**src/logic/RecoveryTypes.sv**
```systemverilog
// ##############################
// Recovery types
// Active-list pointer, flush request
// and the flush range test
// ##############################

package RecoveryTypes;

    // Active-list position of a micro-op
    typedef logic [4:0] ActiveListIndex;

    // Selective flush over an active-list range
    typedef struct packed {
        logic valid;
        logic all;
        ActiveListIndex headPtr;
        ActiveListIndex tailPtr;
    } FlushRequest;

    // True for ptr in [headPtr, tailPtr) with wraparound, or when all is set
    function automatic logic InFlushRange(
        input logic all,
        input ActiveListIndex headPtr,
        input ActiveListIndex tailPtr,
        input ActiveListIndex ptr
    );
        logic inRange;
        if (headPtr <= tailPtr) begin
            inRange = (ptr >= headPtr) && (ptr < tailPtr);
        end else begin
            // Range wraps past the end of the active list
            inRange = (ptr >= headPtr) || (ptr < tailPtr);
        end
        return all || inRange;
    endfunction

endpackage

```
**src/logic/SchedulerTypes.sv**
```systemverilog
// ##############################
// Scheduler types
// Queue sizes, lanes, latencies and
// dispatch, issue and wakeup structs
// ##############################

package SchedulerTypes;

    localparam int IQ_DEPTH = 8;
    localparam int LANE_COUNT = 2;

    // Cycles from issue to wakeup per lane
    localparam int INT_LATENCY = 1;
    localparam int MEM_LATENCY = 2;

    typedef logic [$clog2(IQ_DEPTH)-1:0] IqIndex;
    typedef logic [IQ_DEPTH-1:0] IqOneHot;

    // Wide enough for the longest lane latency
    typedef logic [$clog2(MEM_LATENCY):0] FlushCount;

    typedef enum logic {
        LANE_INT = 1'b0,
        LANE_MEM = 1'b1
    } IssueLane;

    // Op written by the dispatcher
    typedef struct packed {
        logic valid;
        IssueLane lane;
        RecoveryTypes::ActiveListIndex activeListPtr;
        IqOneHot depVector;
    } DispatchOp;

    // Op picked by select, one per lane
    typedef struct packed {
        logic valid;
        IqIndex ptr;
        RecoveryTypes::ActiveListIndex activeListPtr;
    } IssueOp;

    // Producer leaving the wakeup pipe
    typedef struct packed {
        logic valid;
        IqIndex ptr;
        IqOneHot vector;
    } WakeupOp;

endpackage

```
**src/logic/IssueQueue.sv**
```systemverilog
// ##############################
// Issue queue
// Entry state, lowest-free allocation,
// release and selective flush
// ##############################

module IssueQueue (
    input  logic clk,
    input  logic arstN,
    input  logic stall,
    input  SchedulerTypes::DispatchOp dispatch,
    input  RecoveryTypes::FlushRequest flush,
    input  SchedulerTypes::IssueOp selected [SchedulerTypes::LANE_COUNT],
    input  SchedulerTypes::WakeupOp wakeup [SchedulerTypes::LANE_COUNT],
    input  logic releaseEntry [SchedulerTypes::LANE_COUNT],
    input  SchedulerTypes::IqIndex releasePtr [SchedulerTypes::LANE_COUNT],
    output SchedulerTypes::IqOneHot candidates [SchedulerTypes::LANE_COUNT],
    output RecoveryTypes::ActiveListIndex entryAlPtr [SchedulerTypes::IQ_DEPTH],
    output SchedulerTypes::IqIndex dispatchPtr,
    output logic full
);
    import SchedulerTypes::*;
    import RecoveryTypes::*;

    IqOneHot entryValid;
    IqOneHot entryIssued;
    IssueLane entryLane [IQ_DEPTH];
    IqOneHot ready;
    IqOneHot wakeupVector;
    logic writeEnable;

    // Lowest free entry, zero when the queue is full
    always_comb begin
        dispatchPtr = '0;
        for (int i = IQ_DEPTH - 1; i >= 0; i--) begin
            if (!entryValid[i]) begin
                dispatchPtr = IqIndex'(i);
            end
        end
    end

    assign full = &entryValid;
    assign writeEnable = dispatch.valid && !full && !stall;

    // Merge the producer columns of both lanes
    always_comb begin
        wakeupVector = '0;
        for (int l = 0; l < LANE_COUNT; l++) begin
            if (wakeup[l].valid) begin
                wakeupVector = wakeupVector | wakeup[l].vector;
            end
        end
    end

    ProducerMatrix matrix (
        .clk(clk),
        .arstN(arstN),
        .writeEnable(writeEnable),
        .writePtr(dispatchPtr),
        .writeVector(dispatch.depVector),
        .wakeupVector(wakeupVector),
        .ready(ready)
    );

    always_ff @(posedge clk or negedge arstN) begin
        if (!arstN) begin
            entryValid <= '0;
            entryIssued <= '0;
        end else begin
            for (int i = 0; i < IQ_DEPTH; i++) begin
                if (flush.valid && entryValid[i] &&
                    InFlushRange(flush.all, flush.headPtr, flush.tailPtr, entryAlPtr[i])) begin
                    entryValid[i] <= 1'b0;
                end
            end
            for (int l = 0; l < LANE_COUNT; l++) begin
                if (releaseEntry[l]) begin
                    entryValid[releasePtr[l]] <= 1'b0;
                end
                if (selected[l].valid) begin
                    entryIssued[selected[l].ptr] <= 1'b1;
                end
            end
            // The free entry being written is never flushed or released
            if (writeEnable) begin
                entryValid[dispatchPtr] <= 1'b1;
                entryIssued[dispatchPtr] <= 1'b0;
            end
        end
    end

    always_ff @(posedge clk) begin
        if (writeEnable) begin
            entryLane[dispatchPtr] <= dispatch.lane;
            entryAlPtr[dispatchPtr] <= dispatch.activeListPtr;
        end
    end

    // Valid, waiting, ready ops of each lane
    always_comb begin
        for (int l = 0; l < LANE_COUNT; l++) begin
            for (int i = 0; i < IQ_DEPTH; i++) begin
                candidates[l][i] = entryValid[i] && !entryIssued[i] && ready[i] &&
                                   (entryLane[i] == IssueLane'(l));
            end
        end
    end

endmodule

```
**src/logic/ProducerMatrix.sv**
```systemverilog
// ##############################
// Producer matrix
// Dependency rows and ready vector
// ##############################

module ProducerMatrix (
    input  logic clk,
    input  logic arstN,
    input  logic writeEnable,
    input  SchedulerTypes::IqIndex writePtr,
    input  SchedulerTypes::IqOneHot writeVector,
    input  SchedulerTypes::IqOneHot wakeupVector,
    output SchedulerTypes::IqOneHot ready
);
    import SchedulerTypes::*;

    // One row per entry, a set bit is a producer still outstanding
    IqOneHot depRow [IQ_DEPTH];

    always_ff @(posedge clk or negedge arstN) begin
        if (!arstN) begin
            for (int i = 0; i < IQ_DEPTH; i++) begin
                depRow[i] <= '0;
            end
        end else begin
            // Clear the producer's column in every row
            for (int i = 0; i < IQ_DEPTH; i++) begin
                depRow[i] <= depRow[i] & ~wakeupVector;
            end
            // New op skips producers that wake up this very cycle
            if (writeEnable) begin
                depRow[writePtr] <= writeVector & ~wakeupVector;
            end
        end
    end

    // Entry is ready once its row is empty
    always_comb begin
        for (int i = 0; i < IQ_DEPTH; i++) begin
            ready[i] = (depRow[i] == '0);
        end
    end

endmodule

```
**src/logic/Scheduler.sv**
```systemverilog
// ##############################
// Scheduler top level
// Queue, select and wakeup pipe
// ##############################

module Scheduler (
    input  logic clk,
    input  logic arstN,
    input  logic stall,
    input  SchedulerTypes::DispatchOp dispatch,
    input  RecoveryTypes::FlushRequest flush,
    output SchedulerTypes::IssueOp issue [SchedulerTypes::LANE_COUNT],
    output SchedulerTypes::WakeupOp wakeup [SchedulerTypes::LANE_COUNT],
    output SchedulerTypes::IqIndex dispatchPtr,
    output logic full
);
    import SchedulerTypes::*;
    import RecoveryTypes::*;

    IqOneHot candidates [LANE_COUNT];
    ActiveListIndex entryAlPtr [IQ_DEPTH];
    logic releaseEntry [LANE_COUNT];
    IqIndex releasePtr [LANE_COUNT];

    IssueQueue queue (
        .clk(clk),
        .arstN(arstN),
        .stall(stall),
        .dispatch(dispatch),
        .flush(flush),
        .selected(issue),
        .wakeup(wakeup),
        .releaseEntry(releaseEntry),
        .releasePtr(releasePtr),
        .candidates(candidates),
        .entryAlPtr(entryAlPtr),
        .dispatchPtr(dispatchPtr),
        .full(full)
    );

    // Selected ops are the issue output
    SelectLogic select (
        .candidates(candidates),
        .entryAlPtr(entryAlPtr),
        .stall(stall),
        .selected(issue)
    );

    WakeupPipelineRegister wakeupPipe (
        .clk(clk),
        .arstN(arstN),
        .stall(stall),
        .selected(issue),
        .flush(flush),
        .wakeup(wakeup),
        .releaseEntry(releaseEntry),
        .releasePtr(releasePtr)
    );

endmodule

```
**src/logic/SelectLogic.sv**
```systemverilog
// ##############################
// Select logic
// Lowest-index pick per lane
// ##############################

module SelectLogic (
    input  SchedulerTypes::IqOneHot candidates [SchedulerTypes::LANE_COUNT],
    input  RecoveryTypes::ActiveListIndex entryAlPtr [SchedulerTypes::IQ_DEPTH],
    input  logic stall,
    output SchedulerTypes::IssueOp selected [SchedulerTypes::LANE_COUNT]
);
    import SchedulerTypes::*;

    always_comb begin
        for (int l = 0; l < LANE_COUNT; l++) begin
            selected[l] = '0;
            // Nothing leaves the queue while frozen
            if (!stall) begin
                // Scan downward so the lowest candidate is kept
                for (int i = IQ_DEPTH - 1; i >= 0; i--) begin
                    if (candidates[l][i]) begin
                        selected[l].valid = 1'b1;
                        selected[l].ptr = IqIndex'(i);
                        // Needed by the flush range test in the pipe
                        selected[l].activeListPtr = entryAlPtr[i];
                    end
                end
            end
        end
    end

endmodule

```
**src/logic/WakeupPipelineRegister.sv**
```systemverilog
// ##############################
// Wakeup pipeline register
// Per-lane latency pipe with
// selective flush of ops in flight
// ##############################

module WakeupPipelineRegister (
    input  logic clk,
    input  logic arstN,
    input  logic stall,
    input  SchedulerTypes::IssueOp selected [SchedulerTypes::LANE_COUNT],
    input  RecoveryTypes::FlushRequest flush,
    output SchedulerTypes::WakeupOp wakeup [SchedulerTypes::LANE_COUNT],
    output logic releaseEntry [SchedulerTypes::LANE_COUNT],
    output SchedulerTypes::IqIndex releasePtr [SchedulerTypes::LANE_COUNT]
);
    import SchedulerTypes::*;
    import RecoveryTypes::*;

    // Range of the last flush, checked at the pipe outputs
    logic rangeAll;
    ActiveListIndex rangeHead;
    ActiveListIndex rangeTail;

    always_ff @(posedge clk or negedge arstN) begin
        if (!arstN) begin
            rangeAll <= 1'b0;
            rangeHead <= '0;
            rangeTail <= '0;
        end else if (flush.valid) begin
            rangeAll <= flush.all;
            rangeHead <= flush.headPtr;
            rangeTail <= flush.tailPtr;
        end
    end

    for (genvar lane = 0; lane < LANE_COUNT; lane++) begin : gLane
        localparam int DEPTH = (lane == int'(LANE_MEM)) ? MEM_LATENCY : INT_LATENCY;

        IssueOp stage [DEPTH];
        IssueOp entering;
        FlushCount flushCount;
        logic dropped;
        logic live;

        // Op picked in the flush cycle must not enter if it is in range
        always_comb begin
            entering = selected[lane];
            if (flush.valid && InFlushRange(flush.all, flush.headPtr, flush.tailPtr,
                                            selected[lane].activeListPtr)) begin
                entering.valid = 1'b0;
            end
        end

        // Shift toward stage 0, frozen by stall
        always_ff @(posedge clk or negedge arstN) begin
            if (!arstN) begin
                for (int s = 0; s < DEPTH; s++) begin
                    stage[s] <= '0;
                end
            end else if (!stall) begin
                for (int s = 1; s < DEPTH; s++) begin
                    stage[s-1] <= stage[s];
                end
                stage[DEPTH-1] <= entering;
            end
        end

        // Stages left that may still hold cancelled ops
        always_ff @(posedge clk or negedge arstN) begin
            if (!arstN) begin
                flushCount <= '0;
            end else if (flush.valid) begin
                flushCount <= FlushCount'(DEPTH);
            end else if (flushCount != '0 && !stall) begin
                flushCount <= flushCount - 1'b1;
            end
        end

        assign dropped = (flushCount != '0) &&
                         InFlushRange(rangeAll, rangeHead, rangeTail, stage[0].activeListPtr);
        assign live = stage[0].valid && !stall && !dropped;

        assign wakeup[lane] = '{valid: live,
                                ptr: stage[0].ptr,
                                vector: IqOneHot'(1) << stage[0].ptr};
        assign releaseEntry[lane] = live;
        assign releasePtr[lane] = stage[0].ptr;
    end

endmodule

```
**config.mk**
```make
export PLATFORM = sky130hd
export DESIGN_NAME = Scheduler
export DESIGN_NICKNAME = d
export VERILOG_FILES = /design/src/logic/RecoveryTypes.sv /design/src/logic/SchedulerTypes.sv /design/src/logic/IssueQueue.sv /design/src/logic/ProducerMatrix.sv /design/src/logic/Scheduler.sv /design/src/logic/SelectLogic.sv /design/src/logic/WakeupPipelineRegister.sv
export SDC_FILE = /design/constraint.sdc
export NUM_CORES = 1
export LEC_CHECK = 0
export ABC_AREA = 1
export BUFFER_PORTS_ARGS = -buffer_cell sky130_fd_sc_hd__buf_4
export CELL_PAD_IN_SITES_DETAIL_PLACEMENT = 2
export CELL_PAD_IN_SITES_GLOBAL_PLACEMENT = 2
export CORE_MARGIN = 4
export CORE_UTILIZATION = 33
export CTS_CLUSTER_SIZE = 16
export DETAILED_ROUTE_END_ITERATION = 12
export PLACE_DENSITY = 0.76
export SETUP_SLACK_MARGIN = 0.4
export SLEW_MARGIN = 20
export SYNTH_ARGS = -nofsm -noshare
export SYNTH_HDL_FRONTEND = slang
export SYNTH_SLANG_ARGS = --single-unit
```
**constraint.sdc**
```tcl
create_clock -name clk -period 2.76 [get_ports clk]
set_clock_uncertainty 0.15 [all_clocks]
set_input_delay 0.69 -clock clk [delete_from_list [all_inputs] [get_ports clk]]
set_output_delay 0.69 -clock clk [all_outputs]
set_load 0.02 [all_outputs]
```
---- Word-level counts from Yosys, hierarchy flattened ----
Memory sizes are Yosys's and may differ from the RTL's.
Cells that the tools add are included.
operators by class
  $add $sub $neg .......................... 2
  magnitude comparators ................... 38
  shift operators ......................... 2
  mux-type cells .......................... 79
  bitwise gates (word level) .............. 29
  reductions and logical operators ........ 127
operators by type and width
  operator                                             number
  2-to-1 mux 9 bit                                     18
  AND 8 bit                                            12
  logical AND 1 bit                                    78
  2-to-1 mux 8 bit                                     9
  bitwise mux 64 bit                                   1
  zero test 8 bit                                      8
  2-to-1 mux 64 bit                                    1
  >= comparator 5 bit                                  12
  < comparator 5 bit                                   12
  bitwise mux 40 bit                                   1
  inverter 8 bit                                       4
  bitwise OR 8 bit                                     4
  2-to-1 mux 1 bit                                     29
  demux 8 bit (select 3 bit)                           1
  logical OR 1 bit                                     24
  2-to-1 mux 3 bit                                     8
  < comparator 3 x 4 -> 1 bit, second input constant   5
  << shifter 1 x 3 -> 8 bit, first input constant      2
  demux 1 bit (select 3 bit)                           5
  demux 5 bit (select 3 bit)                           1
  >= comparator 3 x 1 -> 1 bit, second input constant  5
  zero test 1 bit                                      12
  less-or-equal comparator 5 bit                       2
  2-to-1 mux 2 bit                                     4
  other kinds (8)                                      19
word-level totals
  register bits after elaboration ......... 162
  bits in writable memories ............... 8
  input bits .............................. 30
  word-level logic and storage cells ...... 310
  memories ................................ 1
memory list
  memory           words  bits a word  rd ports  clocked after Yosys merged registers in  write ports  RTL line          RTL
  queue.entryLane  8      1            8         0                                        1            IssueQueue.sv:27  IssueLane entryLane [IQ_DEPTH];

---- Depth between registers and ports, before layout ----
  depth after elaboration ................. 23
  mapped depth ............................ 26

---- Cells and area by module ----
From an unflattened synthesis, not the netlist that was laid out.
unflattened totals
  cell total of the unflattened synthesis .. 1,755
  area, all modules ....................... 12,296.8 um^2
modules (own cells, without submodules)
  module                  times used  cells an instance  area an instance (um^2)  sequential area each (um^2)
  IssueQueue              1           642                4,908.5                  1,841.8
  ProducerMatrix          1           475                3,271.9                  1,601.5
  WakeupPipelineRegister  1           424                3,099.2                  1,051.0
  SelectLogic             1           214                1,017.2                  0.0

---- Least setup slack after synthesis ----
No wires, ideal clock.
  path kind ............................... input -> register
  start point ............................. in stall
  end point ............................... reg wakeupPipe.gLane[0].stage[8] in the netlist's numbering
  arrival ................................. 2.777 ns
  data required time ...................... 2.544 ns
  path slack .............................. -0.233 ns
  stages .................................. 18
  path through ............................ clkbuf_1 clkinv_1 clkbuf_1 o21ai_0 inv_1 nand2_1 inv_1 ha_1 o21a_1 o21a_1 o21a_1 o21ai_0 a31oi_1 nand2_1 nand2_1 nand2_1 nand2_1 nand2_1
RTL lines
  item                            RTL line                      RTL
  start: declaration              Scheduler.sv:9                input logic stall,
  end signal: indexed assignment  WakeupPipelineRegister.sv:63  stage[s-1] <= stage[s];
  end signal: indexed assignment  WakeupPipelineRegister.sv:65  stage[DEPTH-1] <= entering;
  end: declaration                WakeupPipelineRegister.sv:40  IssueOp stage [DEPTH];

---- Worst setup path after layout ----
  start point ............................. reg queue.matrix.depRow[32] in the netlist's numbering
  end point ............................... reg wakeupPipe.gLane[0].stage[8] in the netlist's numbering
on the way
  cells in the longest elaborated chain, start to end .. 14
  elaborated cells on any way between the ends .. 16
  classes of those cells .................. order compare (2); mux (7); reduce/logical (7)
ends and longest elaborated chain
  item                                                       RTL line                                  RTL
  start: declaration                                         ProducerMatrix.sv:18                      IqOneHot depRow [IQ_DEPTH];
  start signal: indexed assignment                           ProducerMatrix.sv:28                      depRow[i] <= depRow[i] & ~wakeupVector;
  start signal: indexed assignment                           ProducerMatrix.sv:32                      depRow[writePtr] <= writeVector & ~wakeupVector;
  zero test 8 bit *                                          ProducerMatrix.sv:40                      ready[i] = (depRow[i] == '0);
  logical AND 1 bit * (2 in a row)                           IssueQueue.sv:103                         candidates[l][i] = entryValid[i] && !entryIssued[i] && ready[i] &&
  2-to-1 mux 9 bit * (4 in a row)                            SelectLogic.sv:21                         if (candidates[l][i]) begin
  2-to-1 mux 9 bit *                                         SelectLogic.sv:18                         if (!stall) begin
  >= comparator 5 bit or < comparator 5 bit (tied branches)  RecoveryTypes.sv:29, RecoveryTypes.sv:32
  logical OR 1 bit or logical AND 1 bit (tied branches)      RecoveryTypes.sv:32, RecoveryTypes.sv:29
  2-to-1 mux 1 bit                                           RecoveryTypes.sv:28                       if (headPtr <= tailPtr) begin
  logical OR 1 bit                                           RecoveryTypes.sv:34                       return all || inRange;
  logical AND 1 bit                                          WakeupPipelineRegister.sv:49              if (flush.valid && InFlushRange(flush.all, flush.headPtr, flush.tailPtr,
  2-to-1 mux 1 bit *                                         WakeupPipelineRegister.sv:49
Every way passes the cells marked *; elsewhere a longest branch is shown, timed or not.
A chain may end at the register's enable or synchronous reset.

==> out/qor.yml <==
placed_design:
  port_buffers: 75
  place.gp.congestion: 0.906
  placed_cell_area_sq_um: 13600
  pre_cts_slack_ns: -0.645
  place_hpwl_mm: 35.6
grt:
  grt_pass1_vias: 14346
  globalRouteOverflowTotal: 0
  grt_util_all_layers_pct: 35.5
  grt_max_degree: 72
  grt_pass1_wl_mm: 95.0
  antenna_found_initial: 4
route:
  final_antenna_net_count: 0
  wirelength_mm: 85.6
  drt-initial-drc-count: 1361
  dr.pass1.iters: 5
  routedWlPerCell_microns: 38.1
  vias: 14012
  drc: 0
  vias_per_cell: 6.24
min_path:
  min_path_type: "in -> async"
logic_synthesis:
  synthMuxAreaShare_pct: 0
  synth_top_family_by_area: "simple AND/OR/NAND/NOR gates"
  yosys.area_share.simple_pct: 21.7
  synth.avg_cell_area_sq_um: 7.95
  ys_seq_elements: 170
  ys_warn_count: 0
  synth-edff-count: 48
  ys_seq_area_share_pct: 40.6
  ys_top_cells_by_area: "dfrtp_1 (28%), ha_1 (14%), edfxtp_1 (13%)"
  ys_types: 48
  async_reset_ff_share_pct: 71.8
  syn_area_sq_um: 11100
  syn_inst: 1394
  synth-xor-area-share_pct: 0
  synth_compound_area_share_pct: 14.5
  syn_nets: 1544
  synth_fa_ha_area_share_pct: 13.6
  synth_top_flop_cell: "dfrtp_1"
  yosys.area.top_type_share_pct: 27.6
  yosys.area.top_type: "dfrtp_1"
power:
  combPwrFrac_pct: 32.4
  clock_power_share_pct: 30.7
  peakVddDrop_uv: 644
  p_leak_nw: 8.43
  p_int_mw: 5.15
  sw_frac_of_total_pct: 40.2
  power_density_nw_per_um2: 480
  p_seq_share_pct: 36.9
  p_sw_mw: 3.47
finish:
  area_growth_pct: 62.3
  final_cell_mix: "nand2_1 (291), buf_4 (264), inv_1 (153), buf_6 (134), dfrtp_1 (116)"
  final_common_cell: "nand2_1"
  final_util_pct: 54.7
  nets: 1941
  drive_gt1_share_pct: 46.3
  design_area_sq_um: 18000
clock_tree:
  root_buffer: "clkbuf_16"
  cts_tree: "done"
  cts_buffers: 17
  htreeDepth: 4
  clk_latency_ns: 0.51
  clkSlewWorstSetupHoldPaths_ns: 0.09
  clockBufferDepth: 2
  clock_sinks: 170
critical_path:
  crit_type: "reg -> reg"
  r2r_slack_ns: -1.48
  cp.required_ns: 3.02
  startpoint_type: "flip-flop"
  max_stage_delay_ns: 0.44
  crit_top_cell: "nand2_1"
  path_max_fanout: 8
  worstSetupEndpointType: "flip-flop"
  critPathArrivalTime_ns: 4.50
  critPathSlowestCell: "dfrtp_1"
  crit_chain: "nor2_2 > nand2_2 > nor3_4 > buf_4 > buf_6 > nand3_4 > inv_2 > nand2_1 > nand2_1 > a21oi_2 > o211ai_1 > nand2_1 > inv_2 > ha_1 > o21a_1 > o21a_1 > o21a_1 > o21ai_2 > a31oi_1 > nand2_1 > nand2_1 > nand2_1 > nand2_1 > nand2_1"
floorplanning:
  design.core.area_sq_um: 32900
  die_h_microns: 191
  dieArea_sq_um: 36600
  die_w_microns: 191
  ioPinCount: 76
  rows: 66
  initial_utilization_pct: 33.7
outcome:
  status: "finished, violations left"
  violations: "negative setup slack"
sta:
  whs_ns: 0.0356
  slew_viol_final: 0
  setup_ws_ns: -1.48
  slew_headroom_pct: 60.7
  finalHoldViolCount: 0
  worst_slew_pin_slew_ns: 0.588
  setup_viol: 108
  period_share_pct: 154
  rsz0062_at_grt: "true"
  period_needed_ns: 4.24
  timing.setup.tns_ns: -50.62
  max_freq_mhz: 236
run:
  drv_cap: 0
[metal layers]
metal | wire length, microns | GRT usage (%) | vias up
li1 | - | - | 5390
met3 | 6630 | 7.40 | 498
met2 | 40900 | 63.0 | 1018
met4 | 8330 | 21.0 | 6
met1 | 29700 | 39.0 | 7100
met5 | 46 | 0 | -
[cells by family (layout without fill, tap and decap cells)]
logic type / Yosys count / in the layout
and+or+nand+nor: 557 / 557
AOI/OAI and AO/OA: 292 / 292
buffers and inverters: 255 / 665
DFF: 170 / 170
adders and majority gates: 120 / 120
other: 0 / 1
[power groups by stage]
stage	sequential (mW)	combinational, mW	clock, mW
after floorplan	3.03	0.895	0
after global placement	3.07	1.55	0
after detailed placement	3.09	1.65	0
after CTS	3.05	1.92	2.49
after global routing	3.19	2.88	2.71
final	3.19	2.79	2.65
[synthesized netlist by cell type (3+ instances only)]
cell,n
a21oi_2,3
ha_1,120
nand4_1,12
o21ai_0,102
nand2_2,8
o21a_1,9
nor2_2,8
o21bai_1,14
a31oi_1,3
nand2_1,357
dfrtp_1,122
nand3_1,37
o211ai_1,7
inv_2,12
clkinv_1,3
nor3_2,3
nor2_1,80
buf_4,24
clkbuf_1,12
edfxtp_1,48
nor3b_2,3
o21ai_1,6
inv_1,190
o221ai_1,8
a21oi_1,131
buf_2,12
nor3_1,29
nand3_2,5
[critical path, delay by kind of cell, from the launching register on]
family | cells | cell delay [ns]
compound gates | 7 | 1.12
fa+ha+maj | 1 | 0.34
buf+inv | 4 | 0.55
flops | 1 | 0.44
simple gates | 12 | 1.56
[sequential cells by signal, summed over array words and instances (netlist names), 6 cells and up]
register / cells
wakeupPipe.releasePtr: 6
queue.matrix.depRow: 64
wakeupPipe.gLane.stage: 21
queue.entryIssued: 8
queue.entryValid: 8
queue.entryAlPtr: 40
queue.entryLane: 8
[final timing paths]
kind | startpoint | end | depth (start not counted)
worst min register to register | queue.matrix.depRow[10]$_DFF_PN0_ | queue.matrix.depRow[10]$_DFF_PN0_ | 2
worst max register to register | queue.matrix.depRow[32]$_DFF_PN0_ | wakeupPipe.gLane[0].stage[8]$_DFFE_PN0N_ | 24
worst min-delay path | arstN | wakeupPipe.gLane[0].stage[8]$_DFFE_PN0N_ | 2
worst max-delay path | queue.matrix.depRow[32]$_DFF_PN0_ | wakeupPipe.gLane[0].stage[8]$_DFFE_PN0N_ | 24
min in group clk | flush[1] | wakeupPipe.rangeTail[1]$_DFFE_PN0P_ | 3
max in group asynchronous | arstN | queue.matrix.depRow[52]$_DFF_PN0_ | 3
[through the flow]
step | std cells | total power [mW]
after floorplan | 1394 | 3.93
after global placement | 2031 | 4.62
after detailed placement | 2031 | 4.74
after CTS | 2155 | 7.47
after global routing | 2246 | 8.78
final | 2247 | 8.63
[area by class of cell]
cell class | count | area, sq um
clock inverters | 14 | 129
diodes | 1 | 2.50
flip-flops and latches | 170 | 4500
well taps | 442 | 553
fillers | 3447 | 14900
repair buffers | 428 | 4100
inverters | 205 | 827
clock buffers | 18 | 429
multi-input cells | 969 | 7440
[repair_timing]
action	in CTS	in global routing
setup endpoints to repair	134	173
gates resized for setup	329	287
gates cloned	3	0
buffers inserted	89	91
pin swaps	88	110
hold buffers	0	0
Note: power is estimated with default switching activity, not from simulation.
